### config.mk
export PLATFORM = sky130hd
export DESIGN_NAME = h80cpu
export DESIGN_NICKNAME = d
export VERILOG_FILES = /design/src/common/h80_pkg.sv /design/src/rtl/h80_regfile.sv /design/src/rtl/h80_sequencer.sv /design/src/exec/h80_decoder.sv /design/src/exec/h80_alu.sv /design/src/rtl/h80cpu.sv
export SDC_FILE = /design/constraint.sdc
export NUM_CORES = 1
export LEC_CHECK = 0
export ABC_AREA = 1
export BUFFER_PORTS_ARGS = -buffer_cell sky130_fd_sc_hd__buf_4
export CORE_UTILIZATION = 25
export CTS_CLUSTER_SIZE = 24
export DETAILED_ROUTE_END_ITERATION = 6
export PLACE_DENSITY_LB_ADDON = 0.15
export SLEW_MARGIN = 20
export SYNTH_ARGS = -nofsm -noshare
export SYNTH_HDL_FRONTEND = slang
export SYNTH_SLANG_ARGS = --single-unit
### constraint.sdc
create_clock -name clk -period 48.3 [get_ports clk]
set_clock_uncertainty 0.1 [all_clocks]
set_input_delay 2.415 -clock clk [delete_from_list [all_inputs] [get_ports clk]]
set_output_delay 2.415 -clock clk [all_outputs]
set_load 0.005 [all_outputs]
### src/common/h80_pkg.sv
package h80_pkg;

   localparam int default_data_width = 16;
   localparam int default_addr_width = 16;
   localparam int num_regs = 16;
   localparam int num_flags = 4;

   typedef logic [3:0] reg_num_t;
   typedef logic [15:0] ins_t;   // always the low half of a fetched word

   // codes follow the tttn command field of the memory instructions
   typedef enum logic [2:0] {
      cmd_none    = 3'b000,
      cmd_read_w  = 3'b010,
      cmd_write_w = 3'b101
   } bus_cmd_t;

   localparam int flag_carry = 0;
   localparam int flag_zero = 1;
   localparam int flag_sign = 2;
   localparam int flag_overflow = 3;

   // flag select for jumps, one past the real flags means always taken
   typedef logic [2:0] cond_sel_t;
   localparam cond_sel_t cond_always = 3'(num_flags);

   // three-register opcodes minus 8
   typedef enum logic [3:0] {
      op_add = 4'd0,
      op_sub = 4'd1,
      op_mul = 4'd2,
      op_div = 4'd3,
      op_and = 4'd4,
      op_or  = 4'd5,
      op_xor = 4'd6,
      op_cp  = 4'd7
   } alu_op_t;

   typedef enum logic [2:0] {
      cls_nop      = 3'd0,
      cls_halt     = 3'd1,
      cls_alu      = 3'd2,
      cls_load_imm = 3'd3,
      cls_jump     = 3'd4,
      cls_mem      = 3'd5
   } ins_class_t;

   // fixed words and top nibbles
   localparam ins_t ins_nop = 16'h0000;
   localparam ins_t ins_halt = 16'h0001;
   localparam logic [3:0] opc_ld_zx = 4'h1;   // reg[d] = n, zero extended
   localparam logic [3:0] opc_ld_sx = 4'h2;   // reg[d] = n, sign extended
   localparam logic [3:0] opc_mem = 4'h3;     // 3 tttn_aaaa_bbbb

endpackage

### src/rtl/h80_regfile.sv
module h80_regfile #(
   parameter int data_width = h80_pkg::default_data_width
) (
   input  logic                  clk,
   input  logic                  reset,
   input  h80_pkg::reg_num_t     rd_num_a,
   input  h80_pkg::reg_num_t     rd_num_b,
   output logic [data_width-1:0] rd_data_a,
   output logic [data_width-1:0] rd_data_b,
   input  logic                  wr_en,
   input  h80_pkg::reg_num_t     wr_num,
   input  logic [data_width-1:0] wr_data
);
   import h80_pkg::*;

   logic [data_width-1:0] regs [num_regs];

   // asynchronous read, a write shows up after the edge
   assign rd_data_a = regs[rd_num_a];
   assign rd_data_b = regs[rd_num_b];

   always_ff @(posedge clk) begin
      if (reset) begin
         for (int i = 0; i < num_regs; i++) begin
            regs[i] <= '0;   // all general registers start at zero
         end
      end else if (wr_en) begin
         regs[wr_num] <= wr_data;
      end
   end

endmodule

### src/rtl/h80_sequencer.sv
module h80_sequencer #(
   parameter int data_width = h80_pkg::default_data_width,
   parameter int addr_width = h80_pkg::default_addr_width
) (
   input  logic                           clk,
   input  logic                           reset,
   input  logic                           bus_wait_n,
   input  logic [data_width-1:0]          bus_rd_data,
   output h80_pkg::ins_t                  ins,
   input  h80_pkg::ins_class_t            ins_class,
   input  h80_pkg::alu_op_t               alu_op,
   input  h80_pkg::reg_num_t              num_dst,
   input  logic [7:0]                     imm,
   input  logic                           use_imm,
   input  logic                           sign_imm,
   input  h80_pkg::cond_sel_t             cond_flag,
   input  logic                           cond_true,
   input  logic                           jump_relative,
   input  logic                           mem_write,
   input  logic [data_width-1:0]          operand_a,
   input  logic [data_width-1:0]          operand_b,
   input  logic [data_width-1:0]          alu_result,
   input  logic [h80_pkg::num_flags-1:0]  alu_flags,
   output logic [data_width-1:0]          alu_b,
   output logic                           reg_wr_en,
   output h80_pkg::reg_num_t              reg_wr_num,
   output logic [data_width-1:0]          reg_wr_data,
   output logic                           carry_out,
   output logic                           mreq_n,
   output h80_pkg::bus_cmd_t              bus_cmd,
   output logic [addr_width-1:0]          bus_addr,
   output logic [data_width-1:0]          bus_wr_data,
   output logic                           halted
);
   import h80_pkg::*;

   typedef enum logic [1:0] {st_start, st_fetch, st_data} state_t;

   state_t state;
   logic [data_width-1:0] pc;          // address of the instruction being fetched
   logic [num_flags-1:0] flags;
   reg_num_t pend_num;                 // destination of an outstanding read
   logic done;
   logic fetch_done;
   logic data_done;
   logic taken;
   logic [num_flags:0] cond_vec;
   logic [data_width-1:0] imm_ext;
   logic [data_width-1:0] jump_target;
   logic [data_width-1:0] next_pc;

   assign ins = ins_t'(bus_rd_data[15:0]);
   assign done = bus_wait_n && (bus_cmd != cmd_none);   // transaction completes this edge
   assign fetch_done = done && (state == st_fetch);
   assign data_done = done && (state == st_data);
   assign mreq_n = (bus_cmd == cmd_none);
   assign carry_out = flags[flag_carry];

   assign imm_ext = sign_imm ? {{(data_width-8){imm[7]}}, imm} : {{(data_width-8){1'b0}}, imm};
   assign alu_b = use_imm ? imm_ext : operand_b;

   // top entry is the always-true pseudo flag
   assign cond_vec = {1'b1, flags};
   assign taken = (ins_class == cls_jump) && (cond_vec[cond_flag] == cond_true);
   assign jump_target = jump_relative ? pc + operand_b : operand_b;
   assign next_pc = taken ? jump_target : pc + data_width'(2);

   always_comb begin
      reg_wr_en = 1'b0;
      reg_wr_num = num_dst;
      reg_wr_data = alu_result;
      if (data_done) begin
         reg_wr_en = (bus_cmd == cmd_read_w);
         reg_wr_num = pend_num;
         reg_wr_data = bus_rd_data;
      end else if (fetch_done) begin
         if (ins_class == cls_alu) begin
            reg_wr_en = (alu_op != op_cp);   // CP only touches flags
         end else if (ins_class == cls_load_imm) begin
            reg_wr_en = 1'b1;
            reg_wr_data = imm_ext;
         end
      end
   end

   always_ff @(posedge clk) begin
      if (reset) begin
         state <= st_start;
         pc <= '0;
         flags <= '0;
         halted <= 1'b0;
         bus_cmd <= cmd_none;
      end else begin
         case (state)
            st_start: begin
               bus_cmd <= cmd_read_w;
               bus_addr <= addr_width'(pc);
               state <= st_fetch;
            end
            st_fetch: begin
               if (fetch_done) begin
                  pc <= next_pc;
                  if (ins_class == cls_alu) begin
                     flags <= alu_flags;
                  end
                  if (ins_class == cls_halt) begin
                     halted <= 1'b1;
                     bus_cmd <= cmd_none;   // nothing completes from here on
                  end else if (ins_class == cls_mem) begin
                     bus_cmd <= mem_write ? cmd_write_w : cmd_read_w;
                     bus_addr <= addr_width'(operand_b);
                     bus_wr_data <= operand_a;
                     pend_num <= num_dst;
                     state <= st_data;
                  end else begin
                     bus_cmd <= cmd_read_w;
                     bus_addr <= addr_width'(next_pc);
                  end
               end
            end
            st_data: begin
               if (data_done) begin
                  bus_cmd <= cmd_read_w;
                  bus_addr <= addr_width'(pc);   // pc already advanced at execute
                  state <= st_fetch;
               end
            end
            default: state <= st_start;
         endcase
      end
   end

endmodule

### src/exec/h80_decoder.sv
module h80_decoder (
   input  h80_pkg::ins_t       ins,
   output h80_pkg::ins_class_t ins_class,
   output h80_pkg::alu_op_t    alu_op,
   output h80_pkg::reg_num_t   num_a,
   output h80_pkg::reg_num_t   num_b,
   output h80_pkg::reg_num_t   num_dst,
   output logic [7:0]          imm,
   output logic                use_imm,
   output logic                sign_imm,
   output h80_pkg::cond_sel_t  cond_flag,
   output logic                cond_true,
   output logic                jump_relative,
   output logic                mem_write
);
   import h80_pkg::*;

   logic [2:0] mem_cmd;

   assign mem_cmd = ins[11:9];

   always_comb begin
      // defaults fit the three-register layout
      ins_class = cls_nop;
      alu_op = op_add;
      num_a = ins[7:4];
      num_b = ins[3:0];
      num_dst = ins[11:8];
      imm = ins[7:0];
      use_imm = 1'b0;
      sign_imm = 1'b0;
      cond_flag = cond_always;   // unconditional unless a flag is named
      cond_true = 1'b1;
      jump_relative = 1'b0;
      mem_write = 1'b0;

      casez (ins)
         ins_nop: ins_class = cls_nop;
         ins_halt: ins_class = cls_halt;
         16'b0000_0001_111?_????: begin   // JP R / JR R
            ins_class = cls_jump;
            jump_relative = ins[4];
         end
         16'b0000_0011_????_????: begin   // 03 mm ff rrrr
            ins_class = cls_jump;
            jump_relative = ins[7];
            cond_true = ins[6];
            cond_flag = cond_sel_t'(ins[5:4]);
         end
         16'b0000_100?_????_????: begin   // ADD/SUB R, n
            ins_class = cls_alu;
            alu_op = ins[8] ? op_sub : op_add;
            num_dst = ins[7:4];
            imm = {4'b0000, ins[3:0]};
            use_imm = 1'b1;
         end
         {opc_ld_zx, 12'b????_????_????},
         {opc_ld_sx, 12'b????_????_????}: begin
            ins_class = cls_load_imm;
            sign_imm = (ins[15:12] == opc_ld_sx);
         end
         {opc_mem, 12'b????_????_????}: begin
            // only word commands on the memory bus are kept
            if (!ins[8] && (mem_cmd == cmd_read_w || mem_cmd == cmd_write_w)) begin
               ins_class = cls_mem;
               num_dst = ins[7:4];
               mem_write = (mem_cmd == cmd_write_w);
            end
         end
         16'b1???_????_????_????: begin   // 8..F dddd aaaa bbbb
            ins_class = cls_alu;
            alu_op = alu_op_t'({1'b0, ins[14:12]});
         end
         default: ins_class = cls_nop;   // reserved words run as NOP
      endcase
   end

endmodule

### src/exec/h80_alu.sv
module h80_alu #(
   parameter int data_width = h80_pkg::default_data_width
) (
   input  h80_pkg::alu_op_t               op,
   input  logic [data_width-1:0]          a,
   input  logic [data_width-1:0]          b,
   input  logic                           carry_in,
   output logic [data_width-1:0]          result,
   output logic [h80_pkg::num_flags-1:0]  flags
);
   import h80_pkg::*;

   localparam int sb = data_width - 1;   // sign bit

   logic [data_width:0] ext_a;
   logic [data_width:0] ext_b;
   logic [data_width:0] wide;            // result plus carry bit

   assign ext_a = {1'b0, a};
   assign ext_b = {1'b0, b};

   always_comb begin
      case (op)
         op_add: wide = ext_a + ext_b;
         op_sub,
         op_cp: wide = ext_a - ext_b;     // borrow lands in the top bit
         op_mul: wide = ext_a * ext_b;    // low bits only
         op_div: wide = (b == '0) ? '1 : ext_a / ext_b;
         op_and: wide = ext_a & ext_b;
         op_or: wide = ext_a | ext_b;
         op_xor: wide = ext_a ^ ext_b;
         default: wide = ext_a;
      endcase
   end

   assign result = wide[sb:0];

   always_comb begin
      flags = '0;
      flags[flag_sign] = result[sb];
      flags[flag_zero] = (result == '0);
      case (op)
         op_add: begin
            flags[flag_carry] = wide[data_width];
            flags[flag_overflow] = (a[sb] == b[sb]) && (a[sb] != result[sb]);
         end
         op_sub,
         op_cp: begin
            flags[flag_carry] = wide[data_width];
            flags[flag_overflow] = (a[sb] != b[sb]) && (a[sb] != result[sb]);
         end
         op_and,
         op_or,
         op_xor: flags[flag_overflow] = ~^result;   // even parity
         op_mul,
         op_div: flags[flag_overflow] = 1'b0;
         default: flags[flag_carry] = carry_in;     // undefined op keeps carry
      endcase
   end

endmodule

### src/rtl/h80cpu.sv
module h80cpu #(
   parameter int data_width = h80_pkg::default_data_width,
   parameter int addr_width = h80_pkg::default_addr_width
) (
   input  logic                  clk,
   input  logic                  reset,
   output logic                  mreq_n,
   output h80_pkg::bus_cmd_t     bus_cmd,
   output logic [addr_width-1:0] bus_addr,
   output logic [data_width-1:0] bus_wr_data,
   input  logic [data_width-1:0] bus_rd_data,
   input  logic                  bus_wait_n,
   output logic                  halted
);
   import h80_pkg::*;

   ins_t ins;
   ins_class_t ins_class;
   alu_op_t alu_op;
   reg_num_t num_a;
   reg_num_t num_b;
   reg_num_t num_dst;
   logic [7:0] imm;
   logic use_imm;
   logic sign_imm;
   cond_sel_t cond_flag;
   logic cond_true;
   logic jump_relative;
   logic mem_write;
   logic [data_width-1:0] operand_a;
   logic [data_width-1:0] operand_b;
   logic [data_width-1:0] alu_b;
   logic [data_width-1:0] alu_result;
   logic [num_flags-1:0] alu_flags;
   logic carry_out;
   logic reg_wr_en;
   reg_num_t reg_wr_num;
   logic [data_width-1:0] reg_wr_data;

   h80_sequencer #(.data_width(data_width), .addr_width(addr_width)) u_seq (
      .clk(clk), .reset(reset), .bus_wait_n(bus_wait_n), .bus_rd_data(bus_rd_data),
      .ins(ins), .ins_class(ins_class), .alu_op(alu_op), .num_dst(num_dst), .imm(imm),
      .use_imm(use_imm), .sign_imm(sign_imm), .cond_flag(cond_flag), .cond_true(cond_true),
      .jump_relative(jump_relative), .mem_write(mem_write), .operand_a(operand_a),
      .operand_b(operand_b), .alu_result(alu_result), .alu_flags(alu_flags), .alu_b(alu_b),
      .reg_wr_en(reg_wr_en), .reg_wr_num(reg_wr_num), .reg_wr_data(reg_wr_data),
      .carry_out(carry_out), .mreq_n(mreq_n), .bus_cmd(bus_cmd), .bus_addr(bus_addr),
      .bus_wr_data(bus_wr_data), .halted(halted)
   );

   h80_decoder u_dec (
      .ins(ins), .ins_class(ins_class), .alu_op(alu_op), .num_a(num_a), .num_b(num_b),
      .num_dst(num_dst), .imm(imm), .use_imm(use_imm), .sign_imm(sign_imm),
      .cond_flag(cond_flag), .cond_true(cond_true), .jump_relative(jump_relative),
      .mem_write(mem_write)
   );

   h80_regfile #(.data_width(data_width)) u_regs (
      .clk(clk), .reset(reset), .rd_num_a(num_a), .rd_num_b(num_b),
      .rd_data_a(operand_a), .rd_data_b(operand_b),
      .wr_en(reg_wr_en), .wr_num(reg_wr_num), .wr_data(reg_wr_data)
   );

   h80_alu #(.data_width(data_width)) u_alu (
      .op(alu_op), .a(operand_a), .b(alu_b), .carry_in(carry_out),
      .result(alu_result), .flags(alu_flags)
   );

endmodule

* Word-level counts from Yosys, hierarchy flattened
Memory sizes are Yosys's and may differ from the RTL's.
Index checks and enable logic that the tools add are counted.
Widths: inputs -> output; s select.
** Operators by class
- $add $sub $neg :: 4
- $mul :: 1
- Divide/modulo/power cells :: 1
- Magnitude comparators :: 1
- Eq/ne operators :: 33
- Muxes and demuxes :: 57
- Bitwise logic cells :: 5
- Reduce and logical (&&, ||, !) cells :: 34
** Operator list (count)
- $mux 16 :: 13
- $pmux 17 s7 :: 1
- $pmux 16 s3 :: 1
- $logic_not 16->1 :: 2
- $mux 3 :: 7
- $add 16x16->17 :: 1
- $div 16x16->17 :: 1
- $mul 16x16->17 :: 1
- $mux 1 :: 17
- $mux 17 :: 1
- $sub 16x16->17 :: 1
- $add 16x16->16 :: 1
- $add 16x2->16 const B :: 1
- $and 16x16->16 :: 1
- $eq 16x1->1 const B :: 1
- $eq 4x2->1 const B :: 4
- $eq 4x3->1 const B :: 4
- $or 16x16->16 :: 1
- $pmux 4 s2 :: 2
- $reduce_or 16->1 :: 1
- $reduce_xnor 16->1 :: 1
- $xor 16x16->16 :: 1
- $pmux 3 s5 :: 1
- $eq 3x2->1 const B :: 4
- other kinds (38) :: 67
** Word-level totals
- Flip-flop bits (word level) :: 62
- Bits in writable memories :: 256
- Bits of input ports :: 19
- Output and inout bits :: 37
- Word-level logic and storage cells :: 146
- Memories :: 1
** Memory list
- u_regs.regs :: depth 16, bits a word 16, read ports 2, clocked after memory_dff 0, wr ports 16, RTL line h80_regfile.sv:16 : logic [data_width-1:0] regs [num_regs];

* Longest topological paths before layout
Gate-level depths: netlist (run 1).
- Depth after elaboration :: 15
- Gate-level depth with buffers :: 275
- Mapped depth without buffers :: 262

* By module
A second synthesis (run 1) with hierarchy kept.
** Second synthesis, totals
- Cell total of the unflattened synthesis :: 5113
- Area total of the unflattened synthesis :: 34624.5 µm²
** Modules (own cells, without submodules)
- h80_regfile :: times used 1, cells an instance 1966, area each 14888.0 µm², sequential area each 7687.4 µm²
- h80_alu :: times used 1, cells an instance 2310, area each 14398.8 µm², sequential area each 0.0 µm²
- h80_sequencer :: times used 1, cells an instance 741, area each 4868.4 µm², sequential area each 1581.5 µm²
- h80_decoder :: times used 1, cells an instance 96, area each 469.2 µm², sequential area each 0.0 µm²

* Worst setup path before layout (run 1)
No wires, ideal clock.
- Kind :: input -> register
- Start point :: in bus_rd_data[1]
- End point :: reg u_seq.flags[3]
- Setup time :: 74 ps
- Arrival time :: 35900 ps
- Data required time :: 48126 ps
- Setup slack :: 12226 ps
- Stages on the path :: 267
- Buffers on the path :: 17
- Cell sequence :: buf_4 buf_4 buf_2 buf_2 o21ai_0 o21ai_0 nand2_1 nand3_1 nand2_1 nand2_1 buf_2 clkinv_1 ha_1 nand3_1 nor2_1 nand2_1 inv_1 nand2_1 [231 not listed] a21oi_1 nor2_1 nor2_1 o21ai_0 nand4_1 inv_1 o211ai_1 nand2_1 a2111o_1 a21oi_1 nand2_1 a21boi_0 ha_1 xnor2_1 xnor2_1 xnor2_1 nand4_1 a31oi_1
** On the way
- Word-level cells in the longest chain between the ends :: 9
- Elaborated cells between the ends (all ways) :: 25
- Classes of those cells :: 2 x add/sub; 1 x mul; 1 x div; 5 x eq/ne; 7 x mux; 3 x bitwise; 5 x reduce/logical; 1 x memory
** RTL lines
- from (decl) :: RTL line h80cpu.sv:11 : input logic [data_width-1:0] bus_rd_data,
- branches (longest 9 deep; another with $div 16x16->17)
- to (signal assigned) :: RTL line h80_sequencer.sv:104 : flags <= alu_flags;
- to (decl) :: RTL line h80_sequencer.sv:41 : logic [num_flags-1:0] flags;
Several ways; the timed one is not identified.
A chain may end at the register's enable or synchronous reset.

* Final worst setup path (run 1)
- Start point :: in bus_rd_data[0]
- End point :: reg u_seq.flags[3]
The elaborated chain is that of the path after synthesis.

==> results.yml, run 1 <==
outcome:
  status: "complete, no violations"
synth:
  synthFlopType: "edfxtp_1"
  yosysSeqAreaShare_pct: 28.7
  synth.area.top_cells: "edfxtp_1, nand2_1, ha_1, inv_1, nor2_1"
  synth_top_area_cell: "edfxtp_1"
  syn_area_um2: 32300
  synthDistinctLibCells: 77
  synth.avg_cell_area_um2: 7.32
  synthesis.nets: 4801
  synth-async-reset-ratio_pct: 0
  ys_ff_latch: 317
  synth-edff-count: 292
  synth_top_area_share_pct: 27.2
  yosysWarnings: 0
  synth_cells: 4409
timing:
  max_freq_ghz: 0.0241
  max-slew-margin-rel_pct: 21.0
  finalHoldViolations: 0
  slew_violations: 0
  fin_ws_ps: 6850
  hold-worst-slack_ps: 379
  rsz0062_at_grt: "false"
  setup_viol: 0
  tightest_slew_ps: 1180
  min_period_over_period_pct: 85.8
  period_minus_slack_ps: 41450
  finalSetupTns_ps: 0
final_layout:
  fin_cells: 6076
  register_area_um2: 9270
  multi_input_area_um2: 19500
  fin_nets: 4775
  syn_to_final_growth_pct: 10.4
  fin_area_um2: 35600
  drive_above_1_share_pct: 8.59
  fillCellCount: 13900
  utilization_pct: 27.9
  antenna_cells: 0
critical_path:
  slowest_stage: "buf_4"
  cp-end-kind: "flip-flop"
  crit_top_cell: "nand2_1"
  cp_max_fo: 90
  worstPathRequired_ps: 48730
  rr_startpoint: "u_regs.regs[9][0]"
  cp-start-kind: "input pin"
  cp-startpoint: "bus_rd_data[0]"
  crit_type: "input pin to flip-flop"
  arrival_ps: 41870
  cpPeakStageDelay_ps: 600
drt:
  vias: 29100
  first_pass_iters: 5
  route.detailed.drc: 0
  antenna_left: 0
  via_per_inst: 4.79
  totalWireLength_um: 128000
  drt-wirelength-per-cell_um: 21.0
  drt-initial-drc-count: 2194
cts:
  cts_hold_buffers: 0
  post-cts-setup-buffer-count: 0
  cts.repair.resized: 0
  clkLatencyLatePin_ps: 600
  ctsLongestPathBuffers: 3
  cts_tree: "done"
  clockRootBuffer: "clkbuf_16"
  cts.htree.levels: 2
  cts_sinks: 317
  cts.clk_slew.worst_paths_ps: 70
  cts-buffers-inserted: 41
placed_design:
  gp_congestion: 0.849
  place_inst: 6002
  portBuffers: 55
  dp_slack_ps: 6290
  dpl.hpwl_um: 90100
  dpl_cell_area_um2: 34300
global_route:
  track_usage_pct: 19.3
  grt_pass1_vias: 27900
  grt.overflow.total: 0
  grt_first_pass_wirelength_um: 188000
  antenna_found_initial: 2
  grt_max_degree: 91
pwr:
  intPower_uw: 868
  seqPwrFrac_pct: 18.7
  power_frac_clock_pct: 19.2
  ir_worst_vdd_mv: 0.0304
  p_leak_nw: 16.8
  finalPower_mw: 1.68
  p_switching_uw: 811
  combPwrFrac_pct: 62.1
  sw_frac_of_total_pct: 48.3
  power.density_nw_per_um2: 47.1
floorplanning:
  rows: 131
  dieArea_um2: 131000
  fp.coreArea_um2: 128000
  die_h_um: 361
  pin_count: 56
  die_w_um: 361
  start_util_pct: 25.2
min_path:
  hp-start: "u_seq.halted"
  worstHoldPathType: "flip-flop to flip-flop"
run:
  cap_viol_max_count: 0
## registers in the layout, summed over array words and instances (netlist names)
register / count
u_regs.regs: 256
u_seq.bus_addr: 16
u_seq.bus_wr_data: 16
u_seq.pc: 16
u_seq.flags: 4
u_seq.pend_num: 4
u_seq.bus_cmd: 2
u_seq.state: 2
u_seq.halted: 1
## cells in the final DEF (no fill, tap or decap), types with 6 or more instances in the layout
cell type  synthesis  final
a211oi_1          10      9
a21o_1            27     27
a21oi_1          211    211
a221oi_2           1      6
a22oi_1           20     20
a31oi_1            8      6
buf_4             19    113
clkbuf_1          70      9
clkbuf_16          0     43
clkinv_1          11     16
clkinv_2           0      7
dfxtp_1           25     25
edfxtp_1         292    292
fa_1              96     96
ha_1             277    277
inv_1            632    632
inv_2             29     29
nand2_1         1010   1009
nand2_2           37     38
nand2_4           17     17
nand3_1          218    218
nand3_2           14     14
nand4_1           23     23
nor2_1           587    585
nor2_2            15     17
nor2_4            14     14
nor3_1            25     25
nor4_1             8      8
o211ai_1          53     53
o21ai_0          240    240
o21ai_1           41     39
o21ai_2           22     24
o21bai_1          24     24
o221ai_1           9      9
o31ai_1           11     11
or2_2             17     17
xnor2_1           51     51
xor2_1            76     76
## path summary, 6_finish.rpt
| check | end | slack [ps] | cells past startpoint |
|---|---|---|---|
| worst max register to register | u_seq.flags[3] | 9610 | 255 |
| worst min register to register | u_seq.halted | 380 | 2 |
| worst max-delay path | u_seq.flags[3] | 6850 | 256 |
| worst min-delay path | u_seq.halted | 380 | 2 |
## routing by layer
layer	vias up	routed length [µm]	share of wire, %	track usage (%)
li1	14200	-	-	-
met1	13900	62300	49	28.2
met2	785	56300	44	30.6
met3	129	6870	5.4	2.04
met4	0	2140	1.7	3.47
met5	-	0	0	0
## layout make-up
cell class | instances | share of cell area, %
sequential | 317 | 26.0
clock inverter | 20 | 0.639
timing repair buffer | 115 | 2.44
clock buffer | 54 | 3.19
multi-input combinational | 3234 | 54.8
tap | 1662 | 5.84
inverter | 674 | 7.12
## synth_stat cells, drive strengths merged, types with 2 or more instances
library cell  instances
a31o                  2
or2                  20
nand3               234
nand3b                3
nor3                 27
xnor2                51
o41ai                 2
a21o                 27
and2                  4
edfxtp              292
nand2              1064
a221oi                8
o211ai               54
o311ai                2
clkbuf               70
a31oi                10
a21oi               218
clkinv               11
o2111ai               4
a211oi               10
o21bai               25
a22oi                20
buf                 114
inv                 663
a21boi                4
ha                  277
nor4                  8
fa                   96
o31ai                13
a221o                 2
dfxtp                25
o221ai                9
o21ai               303
a2111oi               6
nor2                616
o22ai                 3
xor2                 76
nand4                23
o21a                  3
## power by group through the flow
stage	Combinational, mW	Clock, mW	Sequential (mW)
after floorplan	0.747	0	0.318
after global placement	1.06	0	0.320
after detailed placement	1.04	0	0.320
after CTS	1.05	0.330	0.314
after global routing	1.18	0.340	0.315
final	1.04	0.323	0.314
## worst max-delay path, delay by kind of cell
family,cells,cell delay (ps)
compound gates,89,15800
simple gates,101,12170
fa+ha+maj,18,5710
buf+inv,45,5150
xor+xnor,3,510
## logic make-up (layout without fill, tap and decap cells)
logic type               count (synthesis)  count (layout)  synth area share (%)
AO/OA/AOI/OAI                          731             731                  13.7
AND/OR/NAND/NOR                       2001            2001                  26.3
buffers and inverters                  858             863                  11.1
flip-flops                             317             317                  28.7
XOR/XNOR                               127             127                  3.45
multiplexers                             2               2                0.0659
adder cells (fa/ha/maj)                373             373                  16.7
Note: power is estimated with default switching activity, not from simulation.
==> run 2, diff against run 1 <==
--- a/config.mk
+++ b/config.mk
@@ -7,6 +7,8 @@
 export LEC_CHECK = 0
 export ABC_AREA = 1
 export BUFFER_PORTS_ARGS = -buffer_cell sky130_fd_sc_hd__buf_4
+export CELL_PAD_IN_SITES_DETAIL_PLACEMENT = 0
+export CELL_PAD_IN_SITES_GLOBAL_PLACEMENT = 1
 export CORE_UTILIZATION = 25
 export CTS_CLUSTER_SIZE = 24
 export DETAILED_ROUTE_END_ITERATION = 6
==> run 2 against run 1 <==
Clock-buffer cell count grew 11. Cell area grew 0.18%. Sequential power is essentially flat. Sequential share of layout area is essentially flat. Sequential cell count is the same. Core utilization is essentially flat. Largest power group unchanged. Non-clock buffer count grew 3.
==> results.yml, run 2 (same netlist as run 1, synthesis figures left out) <==
timing:
  setup_viol: 0
  finalHoldViolations: 0
  hold-worst-slack_ps: 365
  slew_violations: 0
  period_minus_slack_ps: 43300
  max_freq_ghz: 0.0231
  rsz0062_at_grt: "false"
  min_period_over_period_pct: 89.6
  max-slew-margin-rel_pct: 22.1
  finalSetupTns_ps: 0
  tightest_slew_ps: 1170
placed_design:
  dpl_cell_area_um2: 34300
  place_inst: 6005
  dpl.hpwl_um: 96600
  gp_congestion: 0.842
  portBuffers: 55
cts:
  post-cts-setup-buffer-count: 0
  cts_sinks: 317
  cts_hold_buffers: 0
  cts.clk_slew.worst_paths_ps: 50
  ctsLongestPathBuffers: 3
  cts_tree: "done"
  cts-buffers-inserted: 44
  cts.repair.resized: 0
  clkLatencyLatePin_ps: 650
  clockRootBuffer: "clkbuf_16"
  cts.htree.levels: 2
drt:
  totalWireLength_um: 137000
  route.detailed.drc: 0
  vias: 28900
  drt-initial-drc-count: 2068
  antenna_left: 0
  drt-wirelength-per-cell_um: 22.5
  first_pass_iters: 5
  via_per_inst: 4.75
critical_path:
  cpPeakStageDelay_ps: 700
  cp_max_fo: 70
  cp-end-kind: "flip-flop"
  cp-startpoint: "bus_rd_data[0]"
  endpoint: "u_seq.flags[3]"
  worstPathRequired_ps: 48750
  crit_type: "input pin to flip-flop"
  cp-start-kind: "input pin"
  ff2ff_path_depth: 254
  r2r-end: "u_seq.flags[3]"
  arrival_ps: 43750
  slowest_stage: "buf_4"
  rr_startpoint: "u_regs.regs[5][0]"
  crit_top_cell: "nand2_1"
  reg2reg_slack_ps: 8140
final_layout:
  fin_area_um2: 35700
  layout_common_cells: "nand2_1, inv_1, nor2_1"
  top_register: "u_regs.regs"
  fin_nets: 4781
  antenna_cells: 0
  fin_cells: 6085
  drive_above_1_share_pct: 8.73
  syn_to_final_growth_pct: 10.6
  largest_register_ffs: 256
  final_common_cell: "nand2_1"
pwr:
  finalPower_mw: 1.68
  power.density_nw_per_um2: 47.2
  p_leak_nw: 16.8
  ir_worst_vdd_mv: 0.0340
global_route:
  grt_max_degree: 78
  antenna_found_initial: 3
  grt_first_pass_wirelength_um: 200000
  track_usage_pct: 20.8
  grt_pass1_vias: 28600
  grt.overflow.total: 0
floorplanning:
  dieArea_um2: 131000
  die_h_um: 361
  start_util_pct: 25.2
  pin_count: 56
  fp.coreArea_um2: 128000
  die_w_um: 361
  rows: 131
min_path:
  worstHoldPathType: "flip-flop to flip-flop"
run:
  cap_viol_max_count: 0
outcome:
  status: "complete, no violations"
-- run 2: area by class of cell --
class | count | area, µm²
inverter | 674 | 2530
sequential | 317 | 9270
tap | 1662 | 2080
timing repair buffer | 118 | 893
multi-input combinational | 3234 | 19500
fill | 14200 | 92200
clock inverter | 15 | 120
clock buffer | 65 | 1250
-- run 2: routing by layer --
metal | track usage (%) | share of wire (%)
met5 | 0 | 0.0066
met4 | 5.20 | 2.4
met3 | 2.18 | 4.1
met2 | 34.6 | 46
met1 | 28.6 | 47
-- run 2: critical path, delay by kind of cell --
family | cells | cell delay (ps)
buffers and inverters | 45 | 5530
adders and majority gates | 18 | 5580
and+or+nand+nor | 101 | 13360
AOI/OAI and AO/OA | 89 | 16180
xor gates and xnor gates | 3 | 510
-- run 2: worst min path at each step --
stage	to	slack, ps	start	cells past startpoint
floorplan	u_seq.flags[0]	340	u_seq.flags[0]	2
detailed placement	u_seq.flags[0]	360	u_seq.flags[0]	2
global route	u_seq.flags[0]	390	u_seq.flags[0]	2
finish	u_seq.flags[0]	360	u_seq.flags[0]	2
CTS	u_seq.flags[0]	370	u_seq.flags[0]	2
global placement	u_seq.flags[0]	370	u_seq.flags[0]	2
-- run 2: where the power goes --
part	internal [mW]	leakage, nW	switching [mW]
Combinational	0.367	12.9	0.678
Clock	0.180	0.670	0.144
Sequential	0.310	3.19	0.00428
-- run 2: stage by stage --
stage | worst slack (ps) | utilization [%]
2_1_floorplan | 12230 | -
3_3_place_gp | 5360 | 26.8
3_5_place_dp | 4560 | 26.8
4_1_cts | 5070 | 27.9
5_1_grt | 165 | 27.9
6_report | 5000 | 27.9
